## src/common/audio_settings.svh

```systemverilog
// compile-time audio path settings; nothing here can be changed at run time, and CALCW must cover the rate gain.
`ifndef AUDIO_SETTINGS_SVH
`define AUDIO_SETTINGS_SVH

// width of one audio sample at the synthesizer and at the output.
`define AUDIO_INW 16

// internal CIC word. It is the sample width plus two guard bits.
// Two bits are enough for a rate of 4 with two stages, because the
// stage gain is rate^(stages-1) = 4.
`define AUDIO_CALCW 18

// interpolation factor between synthesizer rate and output rate.
`define AUDIO_RATE 4

// width of the phase counter inside one interpolation period.
`define AUDIO_CNTW 4

// system clocks per output-rate enable.
// One synthesizer sample lasts RATE * OUT_DIV = 24 clocks.
`define AUDIO_OUT_DIV 6

// width of the sigma-delta error integrators.
`define AUDIO_DAC_W 20

`endif

```

## src/common/audio_pkg.sv

```systemverilog
// shared audio word types; every width comes from the settings header, so rebuild after editing it.
`include "audio_settings.svh"

package audio_pkg;

    // one audio sample, two's complement, used at every channel port.
    typedef logic signed [`AUDIO_INW-1:0] sample_t;

    // comb, zero-stuff and integrator value inside the interpolator.
    typedef logic signed [`AUDIO_CALCW-1:0] acc_t;

    // position inside one interpolation period.
    typedef logic [`AUDIO_CNTW-1:0] phase_t;

    // error integrator of the sigma-delta modulator.
    typedef logic signed [`AUDIO_DAC_W-1:0] dac_acc_t;

endpackage

```

## src/dac/sigma_delta_dac.sv

```systemverilog
// runs on every clock; inputs beyond +-7/8 full scale are clipped, so the density rule holds inside that range.
`timescale 1ns/10ps
`include "audio_settings.svh"

module sigma_delta_dac import audio_pkg::*; (
    input  logic    clk,
    input  logic    rst,
    input  sample_t snd,
    output logic    dac_bit
);

    // feedback is plus or minus full scale of the sample word.
    localparam int FS = 2 ** (`AUDIO_INW - 1);

    // a second-order loop overloads as the input nears full scale.
    // Holding the input 1/8 below full scale keeps both integrators well
    // inside the DAC_W range.
    localparam sample_t CLIP_HI = sample_t'(FS - FS / 8);
    localparam sample_t CLIP_LO = sample_t'(-(FS - FS / 8));

    localparam dac_acc_t ACC_MAX = {1'b0, {(`AUDIO_DAC_W - 1){1'b1}}};
    localparam dac_acc_t ACC_MIN = {1'b1, {(`AUDIO_DAC_W - 1){1'b0}}};

    sample_t  snd_lim;
    dac_acc_t x_ext;
    dac_acc_t fb;
    dac_acc_t integ1;
    dac_acc_t integ2;
    dac_acc_t integ1_next;
    dac_acc_t integ2_next;

    always_comb begin
        if (snd > CLIP_HI) begin
            snd_lim = CLIP_HI;
        end else if (snd < CLIP_LO) begin
            snd_lim = CLIP_LO;
        end else begin
            snd_lim = snd;
        end
    end

    assign x_ext = dac_acc_t'(snd_lim);

    // a one on the pin stands for +FS, a zero for -FS.
    // The mean of the feedback equals the input, which gives a one-density
    // of (snd + FS) / 2^INW, the offset-binary value.
    assign fb = dac_bit ? dac_acc_t'(FS) : -dac_acc_t'(FS);

    // the second integrator takes the new value of the first.
    // This gives the noise transfer (1 - z^-1)^2.
    assign integ1_next = integ1 + x_ext - fb;
    assign integ2_next = integ2 + integ1_next - fb;

    // the output bit is the quantized sign of integrator 2.
    // It is registered together with the integrators, so it always matches
    // the integrator state that produced it.
    always_ff @(posedge clk) begin
        if (rst) begin
            integ1  <= '0;
            integ2  <= '0;
            dac_bit <= 1'b0;
        end else begin
            integ1  <= integ1_next;
            integ2  <= integ2_next;
            dac_bit <= ~integ2_next[`AUDIO_DAC_W-1];
        end
    end

    // an integrator at its limit means the loop has gone unstable.
    a_integ1_bounded: assert property (
        @(posedge clk) disable iff (rst) (integ1 != ACC_MAX) && (integ1 != ACC_MIN)
    );

    a_integ2_bounded: assert property (
        @(posedge clk) disable iff (rst) (integ2 != ACC_MAX) && (integ2 != ACC_MIN)
    );

endmodule

```

## src/design/audio_out_top.sv

```systemverilog
// no back-pressure; the source must present a new stereo sample on every sample_req or it is lost.
`timescale 1ns/10ps

module audio_out_top import audio_pkg::*; (
    input  logic    clk,
    input  logic    rst,
    input  sample_t snd_left,
    input  sample_t snd_right,
    output logic    sample_req,
    output logic    sample_valid,
    output sample_t out_left,
    output sample_t out_right,
    output logic    dac_left,
    output logic    dac_right
);

    logic cen_in;
    logic cen_out;

    // one divider feeds both channels, so the two interpolators stay in phase.
    cen_divider cen_divider_inst (
        .clk     (clk),
        .rst     (rst),
        .cen_in  (cen_in),
        .cen_out (cen_out)
    );

    // the source samples its next value on the synthesizer strobe.
    assign sample_req = cen_in;

    // the interpolated outputs change on the output strobe.
    assign sample_valid = cen_out;

    cic_interpolator cic_left_inst (
        .clk     (clk),
        .rst     (rst),
        .cen_in  (cen_in),
        .cen_out (cen_out),
        .snd_in  (snd_left),
        .snd_out (out_left)
    );

    cic_interpolator cic_right_inst (
        .clk     (clk),
        .rst     (rst),
        .cen_in  (cen_in),
        .cen_out (cen_out),
        .snd_in  (snd_right),
        .snd_out (out_right)
    );

    // each modulator sees its interpolated sample held between strobes.
    sigma_delta_dac dac_left_inst (
        .clk     (clk),
        .rst     (rst),
        .snd     (out_left),
        .dac_bit (dac_left)
    );

    sigma_delta_dac dac_right_inst (
        .clk     (clk),
        .rst     (rst),
        .snd     (out_right),
        .dac_bit (dac_right)
    );

endmodule

```

## src/design/cen_divider.sv

```systemverilog
// strobes are one clock wide and combinational from the counters; first cen_out is OUT_DIV clocks after reset.
`timescale 1ns/10ps
`include "audio_settings.svh"

module cen_divider import audio_pkg::*; (
    input  logic clk,
    input  logic rst,
    output logic cen_in,
    output logic cen_out
);

    localparam int DIV_W = $clog2(`AUDIO_OUT_DIV);

    logic [DIV_W-1:0] clk_cnt;
    phase_t           phase;

    // the clock counter wraps every OUT_DIV clocks.
    // Reset leaves it at zero, so the first wrap comes OUT_DIV clocks
    // after rst is released.
    always_ff @(posedge clk) begin
        if (rst) begin
            clk_cnt <= '0;
        end else if (clk_cnt == DIV_W'(`AUDIO_OUT_DIV - 1)) begin
            clk_cnt <= '0;
        end else begin
            clk_cnt <= clk_cnt + 1'b1;
        end
    end

    // the output-rate enable is the last count of each division period.
    assign cen_out = (clk_cnt == DIV_W'(`AUDIO_OUT_DIV - 1));

    // the phase steps once per output sample and wraps at RATE.
    // The interpolators keep an identical counter of their own.
    always_ff @(posedge clk) begin
        if (rst) begin
            phase <= '0;
        end else if (cen_out) begin
            if (phase == phase_t'(`AUDIO_RATE - 1)) begin
                phase <= '0;
            end else begin
                phase <= phase + 1'b1;
            end
        end
    end

    // a new synthesizer sample is taken on the output strobe at phase zero.
    // The very first cen_out after reset is therefore also a cen_in.
    assign cen_in = cen_out && (phase == '0);

    // the synthesizer strobe must always ride on an output strobe.
    a_cen_in_on_out: assert property (
        @(posedge clk) disable iff (rst) cen_in |-> cen_out
    );

    // once seen, cen_in stays low for one full synthesizer period minus one clock.
    a_cen_in_period: assert property (
        @(posedge clk) disable iff (rst)
        cen_in |=> !cen_in [* (`AUDIO_RATE * `AUDIO_OUT_DIV - 1)]
    );

endmodule

```

## src/interpol/cic_interpolator.sv

```systemverilog
// unity DC gain only for RATE 4 with two guard bits; cen_in must come at phase zero of the shared divider.
`timescale 1ns/10ps
`include "audio_settings.svh"

module cic_interpolator import audio_pkg::*; (
    input  logic    clk,
    input  logic    rst,
    input  logic    cen_in,
    input  logic    cen_out,
    input  sample_t snd_in,
    output sample_t snd_out
);

    sample_t last;
    acc_t    comb1;
    acc_t    comb2;
    acc_t    last_comb1;
    acc_t    stuffed;
    acc_t    integ1;
    acc_t    integ2;
    phase_t  phase;

    // integ2 + integ1 with one extra bit, so a wrap of integrator 2 shows up
    // as a disagreement between the two top bits.
    logic [`AUDIO_CALCW:0] integ2_sum;

    // the two comb stages run at the synthesizer rate.
    // Casting a signed sample to acc_t sign-extends it into the guard bits.
    always_ff @(posedge clk) begin
        if (rst) begin
            last       <= '0;
            comb1      <= '0;
            last_comb1 <= '0;
            comb2      <= '0;
        end else if (cen_in) begin
            last       <= snd_in;
            comb1      <= acc_t'(snd_in) - acc_t'(last);
            last_comb1 <= comb1;
            comb2      <= comb1 - last_comb1;
        end
    end

    // zero stuffing at the output rate.
    // Only the first output slot of each period carries the comb result,
    // the other RATE-1 slots are zero.
    always_ff @(posedge clk) begin
        if (rst) begin
            stuffed <= '0;
            phase   <= '0;
        end else if (cen_out) begin
            stuffed <= (phase == '0) ? comb2 : '0;
            if (phase == phase_t'(`AUDIO_RATE - 1)) begin
                phase <= '0;
            end else begin
                phase <= phase + 1'b1;
            end
        end
    end

    // two integrators at the output rate.
    // The stage gain is RATE, so dropping the WDIFF low bits of integrator 2
    // brings the DC gain back to one.
    always_ff @(posedge clk) begin
        if (rst) begin
            integ1  <= '0;
            integ2  <= '0;
            snd_out <= '0;
        end else if (cen_out) begin
            integ1  <= integ1 + stuffed;
            integ2  <= integ2 + integ1;
            snd_out <= integ2[`AUDIO_CALCW-1 -: `AUDIO_INW];
        end
    end

    assign integ2_sum = {integ2[`AUDIO_CALCW-1], integ2} + {integ1[`AUDIO_CALCW-1], integ1};

    // the local phase must stay in step with the divider phase.
    a_phase_aligned: assert property (
        @(posedge clk) disable iff (rst) cen_in |-> (phase == '0)
    );

    // integrator 2 never wraps, so the bits kept for snd_out are valid.
    a_no_wrap: assert property (
        @(posedge clk) disable iff (rst)
        cen_out |-> (integ2_sum[`AUDIO_CALCW] == integ2_sum[`AUDIO_CALCW-1])
    );

endmodule

```

## config.mk

```make
export PLATFORM = sky130hd
export DESIGN_NAME = audio_out_top
export DESIGN_NICKNAME = d
export VERILOG_FILES = /design/src/common/audio_pkg.sv /design/src/dac/sigma_delta_dac.sv /design/src/design/audio_out_top.sv /design/src/design/cen_divider.sv /design/src/interpol/cic_interpolator.sv
export VERILOG_INCLUDE_DIRS = /design/src /design/src/common
export SDC_FILE = /design/constraint.sdc
export NUM_CORES = 1
export LEC_CHECK = 0
export BUFFER_PORTS_ARGS = -buffer_cell sky130_fd_sc_hd__buf_2
export CAP_MARGIN = 20
export CELL_PAD_IN_SITES_DETAIL_PLACEMENT = 1
export CELL_PAD_IN_SITES_GLOBAL_PLACEMENT = 1
export CORE_MARGIN = 1.5
export CORE_UTILIZATION = 49
export CTS_BUF_LIST = sky130_fd_sc_hd__clkbuf_8
export DETAILED_ROUTE_END_ITERATION = 6
export PLACE_DENSITY = 0.86
export SKIP_LAST_GASP = 1
export SLEW_MARGIN = 20
export SYNTH_ARGS = -nofsm -noshare
export SYNTH_HDL_FRONTEND = slang
export SYNTH_SLANG_ARGS = --single-unit
```

## constraint.sdc

```tcl
create_clock -name clk -period 6.05 [get_ports clk]
set_input_delay 0.9075 -clock clk [delete_from_list [all_inputs] [get_ports clk]]
set_output_delay 0.9075 -clock clk [all_outputs]
set_load 0.005 [all_outputs]
```

==> results of run 1 <==
==> per-stage QoR <==
step                util, %  hold slack (ns)
floorplan                 -            0.425
global placement       51.3            0.440
detailed placement     51.3            0.448
CTS                    54.7            0.455
global route           54.9            0.471
finish                 54.9            0.452
==> routing by layer <==
layer	up-vias	GRT usage, %
met5	-	0
met4	0	8.54
met3	122	4.47
li1	9879	-
met2	261	48.3
met1	9713	28.9
==> repair_timing <==
action                                  4_1_cts  5_1_grt
pin swaps                                     0        3
cloned                                        0        0
setup buffers                                 0        4
endpoints found under the setup margin        1       10
gates resized for setup                       1       16
hold endpoints to repair                      0        0
==> area by class of cell <==
class | count | share of cell area (%)
Multi-Input combinational cell | 2062 | 55.0
Inverter | 319 | 4.71
Tap cell | 607 | 2.98
Clock inverter | 27 | 0.672
Clock buffer | 101 | 5.45
Timing Repair Buffer | 85 | 1.91
Antenna cell | 1 | 0.00981
Sequential cell | 373 | 29.3
==> tightest hold or removal path: stages, from the launching register on <==
cell     delay [ns]
dfxtp_1        0.30
nand2_1        0.05
a21oi_1        0.05
==> synth_stat cells (11+ instances only) <==
master,instances
xor2_1,62
o31ai_1,11
o21a_1,27
clkbuf_1,87
a22o_1,54
a31oi_1,17
xnor2_1,93
a211oi_1,39
inv_1,317
o21bai_1,11
nor3_1,54
nor2b_1,39
o21ai_0,93
nor2_1,226
dfxtp_1,373
a21o_1,40
a21oi_1,291
and2_1,16
ha_1,280
buf_1,14
fa_1,20
o41ai_2,12
nand2b_1,25
or3_1,18
nand3b_1,12
nand3_1,35
and3_1,18
nand4_1,13
nand2_1,406
==> cells by family (layout without fill, tap and decap cells) <==
group	count (synthesis)	in the layout	synth area share, %
AND/OR/NAND/NOR	899	899	17.4
AO/OA/AOI/OAI	705	705	20.2
buffers and inverters	420	532	6.86
flip-flops	373	373	32.5
adder cells (fa/ha/maj)	300	300	17.0
XOR/XNOR	156	156	6.01
multiplexers	2	2	0.0871
other	0	1	0
==> power breakdown <==
part	switching [uW]	total, uW	internal (uW)	leakage [uW]
registers	65.7	2710	2640	0.00302
clock network	1120	2680	1560	0.000865
logic	3120	5410	2290	0.00704
total	4300	10800	6490	0.0109
==> worst max path at each step <==
stage	start	to	slack, ns	depth (start not counted)
finish	cic_right_inst.snd_out[12]$_SDFFE_PP0P_	dac_right_inst.dac_bit$_SDFF_PP0_	0.20	25
global route	cic_right_inst.snd_out[12]$_SDFFE_PP0P_	dac_right_inst.dac_bit$_SDFF_PP0_	-0.05	24
CTS	cic_left_inst.snd_out[7]$_SDFFE_PP0P_	dac_left_inst.dac_bit$_SDFF_PP0_	0.006	27
detailed placement	cic_left_inst.snd_out[7]$_SDFFE_PP0P_	dac_left_inst.dac_bit$_SDFF_PP0_	0.03	27
global placement	cic_left_inst.snd_out[0]$_SDFFE_PP0P_	dac_left_inst.dac_bit$_SDFF_PP0_	0.31	25
floorplan	cic_right_inst.snd_out[12]$_SDFFE_PP0P_	dac_right_inst.dac_bit$_SDFF_PP0_	0.68	26
==> sequential cells by signal, indices dropped and copies added, names as in the netlist, 17 cells and up <==
register	count
cic_right_inst.stuffed	18
cic_left_inst.comb2	18
cic_left_inst.last_comb1	17
dac_right_inst.integ2	20
cic_left_inst.integ1	18
cic_right_inst.last_comb1	17
dac_left_inst.integ2	20
cic_right_inst.integ1	18
cic_left_inst.integ2	18
cic_left_inst.stuffed	18
cic_left_inst.comb1	17
cic_right_inst.comb2	18
dac_left_inst.integ1	20
dac_right_inst.integ1	20
cic_right_inst.comb1	17
cic_right_inst.integ2	18
==> impl_metrics.tcl, run 1 <==
set metrics [dict create \
    regToRegEndpoint "dac_right_inst.dac_bit$_SDFF_PP0_" \
    syn_avg_cell_area_um2 8.05 \
    ys_warn_count 0 \
    leakage_uw 0.0109 \
    initial_core_util_pct 49.5 \
    drive_above_1_share_pct 8.36 \
    numCtsBuffers 71 \
    critPathBufInv 4 \
    crit_family "compound AO/OA/AOI/OAI gates" \
    ios 70 \
    synthCells 2855 \
    hold_start "cic_right_inst.last_comb1[16]$_SDFFE_PP0P_" \
    path_class "flip-flop to flip-flop" \
    final_hold_viol_count 0 \
    layout_common_cells "405 x nand2_1, 373 x dfxtp_1, 333 x inv_1" \
    async_flop_share_pct 0 \
    synth-seq-area-share_pct 32.5 \
    crit_path_max_fanout 10 \
    root_buffer "clkbuf_8" \
    top_layer_used "met4" \
    cp.arrival_ns 6.38 \
    place_inst 3442 \
    io_buffers 69 \
    grt_max_degree 197 \
    timing.critical_path.mode_cell "ha_1" \
    p_total_uw 10800 \
    dr_wl_met3_um 1970 \
    rows 79 \
    drt.antenna.violating_nets 0 \
    cellPowerDensity_nw_per_um2 423 \
    hold_class "flip-flop to flip-flop" \
    worstMarginPinSlew_ns 0.980 \
    end_kind "flip-flop" \
    ys_types 73 \
    pre_cts_slack_ns 0.0346 \
    critPathSlowestCell "xnor3_1" \
    firstDrtPassIters 5 \
    multi_input_area_um2 14000 \
    placed_cell_area_um2 23800 \
    drt_iter0_drc 826 \
    reg2reg_from "cic_right_inst.snd_out[12]$_SDFFE_PP0P_" \
    first_global_vias 21400 \
    antenna_found_initial 1 \
    wl_met2_um 31700 \
    ys_seq_elements 373 \
    die_w_um 220 \
    worstPathRequired_ns 6.58 \
    synth-edff-count 0 \
    synth_area_leader_cell "dfxtp_1" \
    finClkSkew_ns 0.0303 \
    timing.final.crit_share_pct 96.7 \
    syn_nets 3189 \
    met1_length_um 26000 \
    die_h_um 220 \
    synth_top_area_share_pct 32.5 \
    clk-insertion-delay-late_ns 0.65 \
    layout_commonest_cell "nand2_1" \
    synthToLayoutAreaGrowth_pct 11.0 \
    dpl.hpwl_um 43300 \
    cap_violations 0 \
    gp_congestion 0.893 \
    setup_slack_ns 0.199 \
    period_needed_ns 5.85 \
    clkSinkCount 373 \
    routed_wirelength_um 61300 \
    core_area_um2 46500 \
    grt_pass1_wl_um 102000 \
    holdPathStages 2 \
    ctsHoldBuffers 0 \
    tns_ns 0 \
    vias 20000 \
    tritoncts "yes" \
    layout.cells.non_filler 3575 \
    seq_area_um2 7470 \
    synth_area_um2 23000 \
    vias_per_cell 5.59 \
    rr_worst_depth 25 \
    holdPathEnd "cic_right_inst.last_comb1[16]$_SDFFE_PP0P_" \
    num-fill-cells 5720 \
    startpoint_type "flip-flop" \
    ir_drop_uv 882 \
    fmax_ghz 0.171 \
    critPathMaxStageDelay_ns 0.38 \
    ys.flop_type "dfxtp_1" \
    synthTopCellsByArea "dfxtp_1 32%, ha_1 15%, nand2_1 6.6%" \
    clk_path_buf_depth 3 \
    relSlewSlack_pct 34.3 \
    h-tree-depth 3 \
    clk_pin_slew_worst_paths_ns 0.06 \
    track_usage_pct 25.7 \
    wl_per_cell_um 17.1 \
    dieArea_um2 48200 \
    status "complete, no violations" \
    remaining_drc_errors 0 \
    setup_viol 0 \
    design_area_um2 25500 \
    final_max_slew_viol_count 0 \
    grt_overflow_total 0 \
    rrSetupSlack_ns 0.20 \
    finalNetCount 3246 \
]
No activity file was read; power rests on OpenSTA's default activity.
==> inputs of run 2 (changes only) <==
--- a/config.mk
+++ b/config.mk
@@ -8,13 +8,12 @@
 export LEC_CHECK = 0
 export BUFFER_PORTS_ARGS = -buffer_cell sky130_fd_sc_hd__buf_2
 export CAP_MARGIN = 20
-export CELL_PAD_IN_SITES_DETAIL_PLACEMENT = 1
-export CELL_PAD_IN_SITES_GLOBAL_PLACEMENT = 1
 export CORE_MARGIN = 1.5
-export CORE_UTILIZATION = 49
+export CORE_UTILIZATION = 60
 export CTS_BUF_LIST = sky130_fd_sc_hd__clkbuf_8
 export DETAILED_ROUTE_END_ITERATION = 6
-export PLACE_DENSITY = 0.86
+export PLACE_DENSITY = 0.81
+export REMOVE_ABC_BUFFERS = 1
 export SKIP_LAST_GASP = 1
 export SLEW_MARGIN = 20
 export SYNTH_ARGS = -nofsm -noshare
==> impl_metrics.tcl, run 2 (synthesis results as in run 1) <==
set metrics [dict create \
    regToRegEndpoint "dac_right_inst.dac_bit$_SDFF_PP0_" \
    design_area_um2 25100 \
    remaining_drc_errors 0 \
    clkSinkCount 373 \
    cp.arrival_ns 6.27 \
    end_kind "flip-flop" \
    final_hold_viol_count 0 \
    holdPathStages 2 \
    vias 18900 \
    setup_slack_ns 0.294 \
    timing.final.crit_share_pct 95.1 \
    worstPathRequired_ns 6.56 \
    fmax_ghz 0.174 \
    initial_core_util_pct 61.0 \
    routed_wirelength_um 46300 \
    period_needed_ns 5.76 \
    tns_ns 0 \
    root_buffer "clkbuf_8" \
    rows 71 \
    hold_start "cic_left_inst.comb2[16]$_SDFFE_PP0P_" \
    crit_path_max_fanout 11 \
    vias_per_cell 5.45 \
    grt_overflow_total 0 \
    cellPowerDensity_nw_per_um2 401 \
    clk_pin_slew_worst_paths_ns 0.07 \
    clk_path_buf_depth 3 \
    num-fill-cells 3137 \
    first_global_vias 18300 \
    drive_above_1_share_pct 7.86 \
    leakage_uw 0.0108 \
    ir_drop_uv 421 \
    drt_iter0_drc 835 \
    dieArea_um2 39500 \
    ctsHoldBuffers 0 \
    synthToLayoutAreaGrowth_pct 9.22 \
    numCtsBuffers 67 \
    pre_cts_slack_ns -0.0369 \
    drt.antenna.violating_nets 0 \
    antenna_found_initial 0 \
    status "complete, no violations" \
    io_buffers 69 \
    wl_per_cell_um 13.4 \
    final_max_slew_viol_count 0 \
    tritoncts "yes" \
    setup_viol 0 \
    ios 70 \
    holdPathEnd "cic_left_inst.comb2[16]$_SDFFE_PP0P_" \
    path_class "flip-flop to flip-flop" \
    layout_common_cells "405 x nand2_1, 373 x dfxtp_1, 333 x inv_1" \
    core_area_um2 37700 \
    hold_class "flip-flop to flip-flop" \
    gp_congestion 0.887 \
    rsz0062_at_grt "no" \
    finClkSkew_ns 0.0300 \
    power.internal_uw 6140 \
    swShare_pct 39.0 \
    pwr-share-comb_pct 49.8 \
    h-tree-depth 3 \
    rr_worst_depth 26 \
    cap_violations 0 \
    seqPwrFrac_pct 26.9 \
    firstDrtPassIters 5 \
    track_usage_pct 23.9 \
    rrSetupSlack_ns 0.29 \
    layout.cells.non_filler 3465 \
    reg2reg_from "cic_right_inst.snd_out[12]$_SDFFE_PP0P_" \
    dpl.hpwl_um 33500 \
    placed_cell_area_um2 23700 \
    clockPowerShare_pct 23.3 \
    die_w_um 199 \
    grt_max_degree 97 \
    multi_input_area_um2 14000 \
    layout_commonest_cell "nand2_1" \
    die_h_um 199 \
    place_inst 3346 \
    relSlewSlack_pct 34.2 \
    seq_area_um2 7470 \
    p_sw_uw 3920 \
    clk-insertion-delay-late_ns 0.61 \
    grt_pass1_wl_um 79900 \
    worstMarginPinSlew_ns 0.987 \
    startpoint_type "flip-flop" \
    finalNetCount 3238 \
]
-- run 2: cell types whose count changed in the layout (fill, tap and decap cells not counted), sizes merged --
cell	change
bufinv	-1
clkbuf	-17
clkinvlp	-2
buf	-4
clkinv	+7
inv	+3
-- run 2: area by class of cell --
cell class                 count  area share [%]
timing repair buffer          81            1.77
clock buffer                  84            4.61
sequential                   373            29.8
antenna                        1         0.00997
multi-input combinational   2062            55.8
inverter                     319            4.79
clock inverter                34           0.748
tap                          511            2.55
-- run 2: layer usage --
| metal | global-route usage, % | share of wire (%) | up-vias |
|---|---|---|---|
| met5 | 0 | 0 | - |
| met2 | 43.0 | 48 | 293 |
| met3 | 3.48 | 3.5 | 87 |
| li1 | - | - | 9896 |
| met4 | 8.67 | 2.3 | 0 |
| met1 | 28.7 | 46 | 8592 |
-- run 2: worst max-delay path: stages (launching register included) --
cell	delay [ns]
dfxtp_1	0.35
o31ai_1	0.29
ha_1	0.30
nor2_1	0.11
buf_4	0.18
nand2_1	0.07
ha_1	0.27
inv_1	0.04
ha_1	0.33
a21o_1	0.20
a31o_2	0.23
a41oi_2	0.30
o21ai_0	0.12
a21oi_1	0.23
o21bai_1	0.10
a21oi_1	0.18
xor2_1	0.23
ha_1	0.18
inv_1	0.04
ha_1	0.35
a21o_1	0.19
a21o_1	0.19
a22oi_1	0.17
o21ai_0	0.17
o41ai_2	0.29
xnor3_1	0.38
and2_1	0.16
-- run 2: power groups by stage --
stage / sequential, uW / clock [uW] / combinational [uW]
floorplan: 2740 / 0 / 3980
detailed placement: 2760 / 0 / 4910
global placement: 2760 / 0 / 4710
finish: 2710 / 2340 / 5020
global route: 2720 / 2520 / 5670
CTS: 2710 / 2410 / 4970
-- run 2: how the worst max path moves through the flow --
stage	slack (ns)	to	from
floorplan	-4.84	cic_right_inst.comb2[10]$_SDFFE_PP0P_	cen_divider_inst.clk_cnt[1]$_SDFF_PP0_
global placement	0.27	dac_left_inst.dac_bit$_SDFF_PP0_	cic_left_inst.snd_out[0]$_SDFFE_PP0P_
detailed placement	-0.04	dac_left_inst.dac_bit$_SDFF_PP0_	cic_left_inst.snd_out[0]$_SDFFE_PP0P_
CTS	0.12	dac_left_inst.dac_bit$_SDFF_PP0_	cic_left_inst.snd_out[0]$_SDFFE_PP0P_
global route	0.006	dac_right_inst.dac_bit$_SDFF_PP0_	cic_right_inst.snd_out[12]$_SDFFE_PP0P_
finish	0.29	dac_right_inst.dac_bit$_SDFF_PP0_	cic_right_inst.snd_out[12]$_SDFFE_PP0P_
-- run 2: what timing repair did --
| item | CTS | global route |
|---|---|---|
| setup buffers | 0 | 0 |
| setup endpoints to repair | 2 | 4 |
| gates resized for setup | 2 | 10 |
| pin swaps | 0 | 0 |
-- run 2: through the flow --
stage	hold slack, ns	total power, uW	utilization [%]
after CTS	0.448	10100	66.5
final	0.448	10100	66.6
after global routing	0.464	10900	66.6
after detailed placement	0.443	7670	63.0
after floorplan	0.425	6720	-
after global placement	0.439	7460	63.0
